## src/design/axi_pkg.sv

```systemverilog
`default_nettype none

package axi_pkg;

    // Bus widths
    localparam int ADDR_BITS = 32;
    localparam int DATA_BITS = 32;
    localparam int ID_BITS   = 4;

    // Basic AXI field types
    typedef logic [ADDR_BITS-1:0]   addr_t;
    typedef logic [DATA_BITS-1:0]   data_t;
    typedef logic [ID_BITS-1:0]     id_t;
    // One strobe bit per data byte
    typedef logic [DATA_BITS/8-1:0] wstrb_t;
    typedef logic [7:0]             len_t;
    typedef logic [2:0]             size_t;
    typedef logic [1:0]             resp_t;

    // Response codes
    localparam resp_t AXI_RESP_OKAY   = 2'b00;
    localparam resp_t AXI_RESP_SLVERR = 2'b10;
    localparam resp_t AXI_RESP_DECERR = 2'b11;

    // Manager to subordinate
    typedef struct packed {
        // Write address
        logic   awvalid;
        addr_t  awaddr;
        len_t   awlen;
        size_t  awsize;
        id_t    awid;
        // Write data
        logic   wvalid;
        data_t  wdata;
        wstrb_t wstrb;
        logic   wlast;
        // Response readies
        logic   bready;
        logic   rready;
        // Read address
        logic   arvalid;
        addr_t  araddr;
        len_t   arlen;
        size_t  arsize;
        id_t    arid;
    } req_s;

    // Subordinate to manager
    typedef struct packed {
        // Address and data readies
        logic   awready;
        logic   wready;
        logic   arready;
        // Write response
        logic   bvalid;
        id_t    bid;
        resp_t  bresp;
        // Read data
        logic   rvalid;
        data_t  rdata;
        id_t    rid;
        resp_t  rresp;
        logic   rlast;
    } rsp_s;

    // One command from the command port
    typedef struct packed {
        logic   write;
        addr_t  addr;
        // Passed unchanged onto awlen or arlen
        len_t   len;
        id_t    id;
        data_t  data;
        wstrb_t strb;
    } cmd_s;

    // Outcome of one finished transaction
    typedef struct packed {
        logic   write;
        id_t    id;
        resp_t  resp;
        // Zero for writes
        data_t  rdata;
    } result_s;

endpackage

`default_nettype wire

```

## src/design/axi_single_beat_manager.sv

```systemverilog
`default_nettype none

module axi_single_beat_manager (
    input  logic             axi_global,
    input  logic             rst_n,
    // Command port
    input  logic             cmd_valid,
    input  axi_pkg::cmd_s    cmd,
    output logic             busy,
    output logic             done,
    output axi_pkg::result_s result,
    // AXI side
    input  axi_pkg::rsp_s    rsp,
    output axi_pkg::req_s    req
);

    // Full bus width beats only
    localparam axi_pkg::size_t BEAT_SIZE =
        axi_pkg::size_t'($clog2(axi_pkg::DATA_BITS / 8));

    typedef enum logic [1:0] {
        ST_IDLE,
        ST_ADDR,
        ST_RESP
    } state_t;

    state_t        state;
    // Command held for the whole transaction
    axi_pkg::cmd_s cmd_q;
    logic          aw_valid, w_valid, ar_valid;
    logic          b_ready, r_ready;
    logic          accept;
    logic          aw_xfer, w_xfer, ar_xfer, b_xfer, r_xfer;
    // Valids still owed after this edge
    logic          aw_next, w_next, ar_next;

    // Strobes while busy are dropped
    assign accept = cmd_valid && (state == ST_IDLE);
    assign busy   = (state != ST_IDLE);

    assign aw_xfer = aw_valid && rsp.awready;
    assign w_xfer  = w_valid && rsp.wready;
    assign ar_xfer = ar_valid && rsp.arready;
    assign b_xfer  = b_ready && rsp.bvalid;
    assign r_xfer  = r_ready && rsp.rvalid;

    // Each valid drops on its own transfer
    assign aw_next = aw_valid && !aw_xfer;
    assign w_next  = w_valid && !w_xfer;
    assign ar_next = ar_valid && !ar_xfer;

    // FSM and handshake flags
    always_ff @(posedge axi_global or negedge rst_n) begin
        if (!rst_n) begin
            state    <= ST_IDLE;
            aw_valid <= 1'b0;
            w_valid  <= 1'b0;
            ar_valid <= 1'b0;
            b_ready  <= 1'b0;
            r_ready  <= 1'b0;
            done     <= 1'b0;
        end else begin
            done <= 1'b0;
            case (state)
                ST_IDLE: begin
                    // AW and W go up together on a write
                    if (accept) begin
                        aw_valid <= cmd.write;
                        w_valid  <= cmd.write;
                        ar_valid <= !cmd.write;
                        state    <= ST_ADDR;
                    end
                end
                ST_ADDR: begin
                    aw_valid <= aw_next;
                    w_valid  <= w_next;
                    ar_valid <= ar_next;
                    // All address and data sent, wait for the answer
                    if (!aw_next && !w_next && !ar_next) begin
                        b_ready <= cmd_q.write;
                        r_ready <= !cmd_q.write;
                        state   <= ST_RESP;
                    end
                end
                ST_RESP: begin
                    if (b_xfer || r_xfer) begin
                        b_ready <= 1'b0;
                        r_ready <= 1'b0;
                        done    <= 1'b1;
                        state   <= ST_IDLE;
                    end
                end
                default: begin
                    state <= ST_IDLE;
                end
            endcase
        end
    end

    // Command and result payload
    always_ff @(posedge axi_global) begin
        if (accept) begin
            cmd_q <= cmd;
        end
        if (b_xfer) begin
            result.write <= 1'b1;
            result.id    <= rsp.bid;
            result.resp  <= rsp.bresp;
            result.rdata <= '0;
        end else if (r_xfer) begin
            result.write <= 1'b0;
            result.id    <= rsp.rid;
            result.resp  <= rsp.rresp;
            result.rdata <= rsp.rdata;
        end
    end

    // Request bus built from the held command
    always_comb begin
        req.awvalid = aw_valid;
        req.awaddr  = cmd_q.addr;
        req.awlen   = cmd_q.len;
        req.awsize  = BEAT_SIZE;
        req.awid    = cmd_q.id;
        req.wvalid  = w_valid;
        req.wdata   = cmd_q.data;
        req.wstrb   = cmd_q.strb;
        // One beat per write
        req.wlast   = 1'b1;
        req.bready  = b_ready;
        req.rready  = r_ready;
        req.arvalid = ar_valid;
        req.araddr  = cmd_q.addr;
        req.arlen   = cmd_q.len;
        req.arsize  = BEAT_SIZE;
        req.arid    = cmd_q.id;
    end

endmodule

`default_nettype wire

```

## config.mk

```make
export PLATFORM = sky130hd
export DESIGN_NAME = axi_single_beat_manager
export DESIGN_NICKNAME = d
export VERILOG_FILES = /design/src/design/axi_pkg.sv /design/src/design/axi_single_beat_manager.sv
export SDC_FILE = /design/constraint.sdc
export NUM_CORES = 1
export LEC_CHECK = 0
export BUFFER_PORTS_ARGS = -buffer_cell sky130_fd_sc_hd__clkbuf_2
export CAP_MARGIN = 20
export CELL_PAD_IN_SITES_DETAIL_PLACEMENT = 0
export CELL_PAD_IN_SITES_GLOBAL_PLACEMENT = 1
export CORE_ASPECT_RATIO = 0.8
export CORE_UTILIZATION = 35
export DETAILED_ROUTE_END_ITERATION = 7
export PLACE_DENSITY_LB_ADDON = 0.1
export SLEW_MARGIN = 20
export SYNTH_ARGS = -nofsm -noshare
export SYNTH_HDL_FRONTEND = slang
export SYNTH_SLANG_ARGS = --single-unit
```

## constraint.sdc

```tcl
create_clock -name axi_global -period 7.7 [get_ports axi_global]
set_input_delay 1.54 -clock axi_global [delete_from_list [all_inputs] [get_ports axi_global]]
set_output_delay 1.54 -clock axi_global [all_outputs]
set_load 0.1 [all_outputs]
```

==> flow_metrics.py <==
metrics = {
    "hold_path": {
        "hold_path_depth": 2,
        "holdPathEnd": "result[0]",
        "hold_path_class": "reg2reg",
        "hold_start": "result[0]",
    },
    "clock_network": {
        "clockBufferDepth": 2,
        "tritoncts": "done",
        "cts_sinks": 128,
        "clk_pin_slew_ns": 0.06,
        "clock-root-buffer": "clkbuf_16",
        "cts_made_buffers": 17,
        "hold_buffers": 0,
        "h-tree-depth": 4,
        "clk_latency_ns": 0.41,
        "postCtsSetupBuffers": 0,
        "cts_resized": 0,
    },
    "flow_run": {
        "maxCapViolations": 0,
    },
    "floorplanning": {
        "rows": 39,
        "die_area_um2": 15600,
        "initial_core_util_pct": 36.4,
        "pin_count": 311,
        "design.core.area_um2": 14500,
        "die_x_um": 139,
        "fp.dieH_um": 112,
    },
    "setup_path": {
        "crit_required_ns": 6.16,
        "cp-start-kind": "register",
        "reg2reg_depth": 3,
        "r2r_slack_ns": 5.55,
        "criticalPathCategory": "reg2out",
        "arrival_ns": 1.70,
        "end_kind": "output port",
        "timing.rr.end": "req[23]",
        "worstPathCellList": "or2_2, clkbuf_2",
        "slowest_stage": "dfrtp_1",
        "startpoint": "state[0]",
        "cp_max_fo": 16,
        "cp_num_buf_inv": 1,
        "rr_startpoint": "state[1]",
        "critPathMaxStageDelay_ns": 0.56,
        "path_delay_family": "flip-flops",
    },
    "sta": {
        "slew_headroom_pct": 28.9,
        "final_max_slew_viol_count": 0,
        "clock-skew-final_ns": 0.00705,
        "min_period_ns": 3.24,
        "whs_ns": 0.452,
        "fin_setup_tns_ns": 0,
        "worstMarginPinSlew_ns": 1.07,
        "rsz0062_at_grt": "false",
        "fin_crit_sh_pct": 42.1,
        "setup_ws_ns": 4.46,
        "setup_viol": 0,
        "finalHoldViolations": 0,
        "fmax_mhz": 308,
    },
    "synthesis": {
        "synthesis.area_um2": 5280,
        "synth-seq-cells": 128,
        "ys_seq_area_share_pct": 65.8,
        "yosysWarnings": 0,
        "syn_avg_cell_area_um2": 12.4,
        "yosysUniqueCellTypes": 29,
        "synth_flop_cell": "edfxtp_1",
        "synth_edf_count": 87,
        "async_flop_share_pct": 6.25,
        "netlist_instances": 425,
    },
    "global_routing": {
        "track_usage_pct": 15.4,
        "antenna_found_initial": 0,
        "grt_pass1_wl_mm": 17.7,
        "grt_pass1_vias": 3272,
        "grt_max_degree": 82,
        "grt-ovfl-total": 0,
    },
    "place": {
        "dp_slack_ns": 4.54,
        "dpl.hpwl_mm": 8.77,
        "port_buffers": 302,
        "routabilityCongestion": 0.751,
    },
    "cells_and_area": {
        "areaGrowthSynthToFinish_pct": 24.1,
        "drive_gt1_share_pct": 55.2,
        "regArea_um2": 3470,
        "diodes": 0,
        "nFillCells": 1413,
        "multiInputGateArea_um2": 741,
        "num-nets-final": 741,
        "final_util_pct": 45.2,
    },
    "detailed_routing": {
        "drc": 0,
        "antenna_left": 0,
        "vias": 3398,
        "routedWlPerCell_um": 14.7,
        "viasPerCell": 4.23,
        "first_pass_iters": 4,
        "wl_mm": 11.8,
        "drt_iter0_markers": 197,
    },
    "outcome": {
        "status": "complete, no violations",
    },
}
worst reg2reg max path, cell delays in order, from the launching register on:
cell      delay (ns)
dfrtp_1         0.52
nand2b_1        0.29
nor2_4          0.10
buf_4           0.76
cells by family after synthesis:
logic type      synth area share (%)
flops                           65.8
simple gates                    6.99
compound gates                  6.40
other cells                    0.142
buf+inv                         20.6
sequential cells by signal, indices dropped and copies added (netlist names):
register	count
req	80
result	39
state	2
ar_valid	1
aw_valid	1
b_ready	1
cmd_q	1
done	1
r_ready	1
w_valid	1
cells in the final DEF (no fill, tap or decap), drive strengths merged, types with 4 or more instances in the layout:
cell type / n
nor2: 6
a22o: 6
nand2: 70
dfxtp: 33
inv: 6
buf: 4
nor2b: 4
clkbuf: 320
a21oi: 37
edfxtp: 87
clkinv: 7
dfrtp: 8
conb: 7
o21ai: 6
clkinvlp: 4
through the flow:
step | cells | cell area, µm²
after CTS | 804 | 6550
after detailed placement | 772 | 6000
after global routing | 804 | 6550
after global placement | 772 | 6000
final | 804 | 6550
after floorplan | 430 | 5300
synthesized netlist by cell type (2+ instances only):
master | count | share of area, %
buf_4 | 136 | 19
nand2b_1 | 2 | 0.24
o22ai_1 | 2 | 0.24
and2_1 | 2 | 0.24
a21oi_1 | 37 | 3.5
nor2_1 | 6 | 0.43
edfxtp_1 | 87 | 50
o21ai_0 | 5 | 0.47
buf_2 | 7 | 0.66
dfxtp_1 | 33 | 13
nand2_1 | 69 | 4.9
inv_1 | 4 | 0.28
a22o_1 | 6 | 1.0
nor2b_1 | 3 | 0.36
clkbuf_1 | 4 | 0.28
conb_1 | 2 | 0.14
dfrtp_1 | 8 | 3.8
worst max path at each step:
stage,endpoint,depth (start not counted)
after global routing,busy,2
final,busy,2
after detailed placement,result[37],5
after global placement,result[33],5
after CTS,busy,2
after floorplan,cmd_q[80],2
final cells by class:
| class | instances | area share, % |
|---|---|---|
| clock buffers | 18 | 6.55 |
| clock inverters | 14 | 1.80 |
| inverters | 4 | 0.229 |
| multi-input cells | 150 | 11.3 |
| flip-flops and latches | 128 | 53.0 |
| well taps | 184 | 3.52 |
| repair buffers | 306 | 23.5 |
routing by layer:
layer / wire length [µm] / share of wire, % / track usage [%] / vias to the layer above
li1: - / - / - / 1659
met1: 4590 / 39 / 17.0 / 1561
met2: 5890 / 50 / 25.6 / 165
met3: 1140 / 9.6 / 6.97 / 13
met4: 166 / 1.4 / 6.37 / 0
met5: 0 / 0 / 0 / -
Power is left out: the tool's default activity adds up to more than one toggle a clock period on the data nets, which glitch-free logic cannot reach.
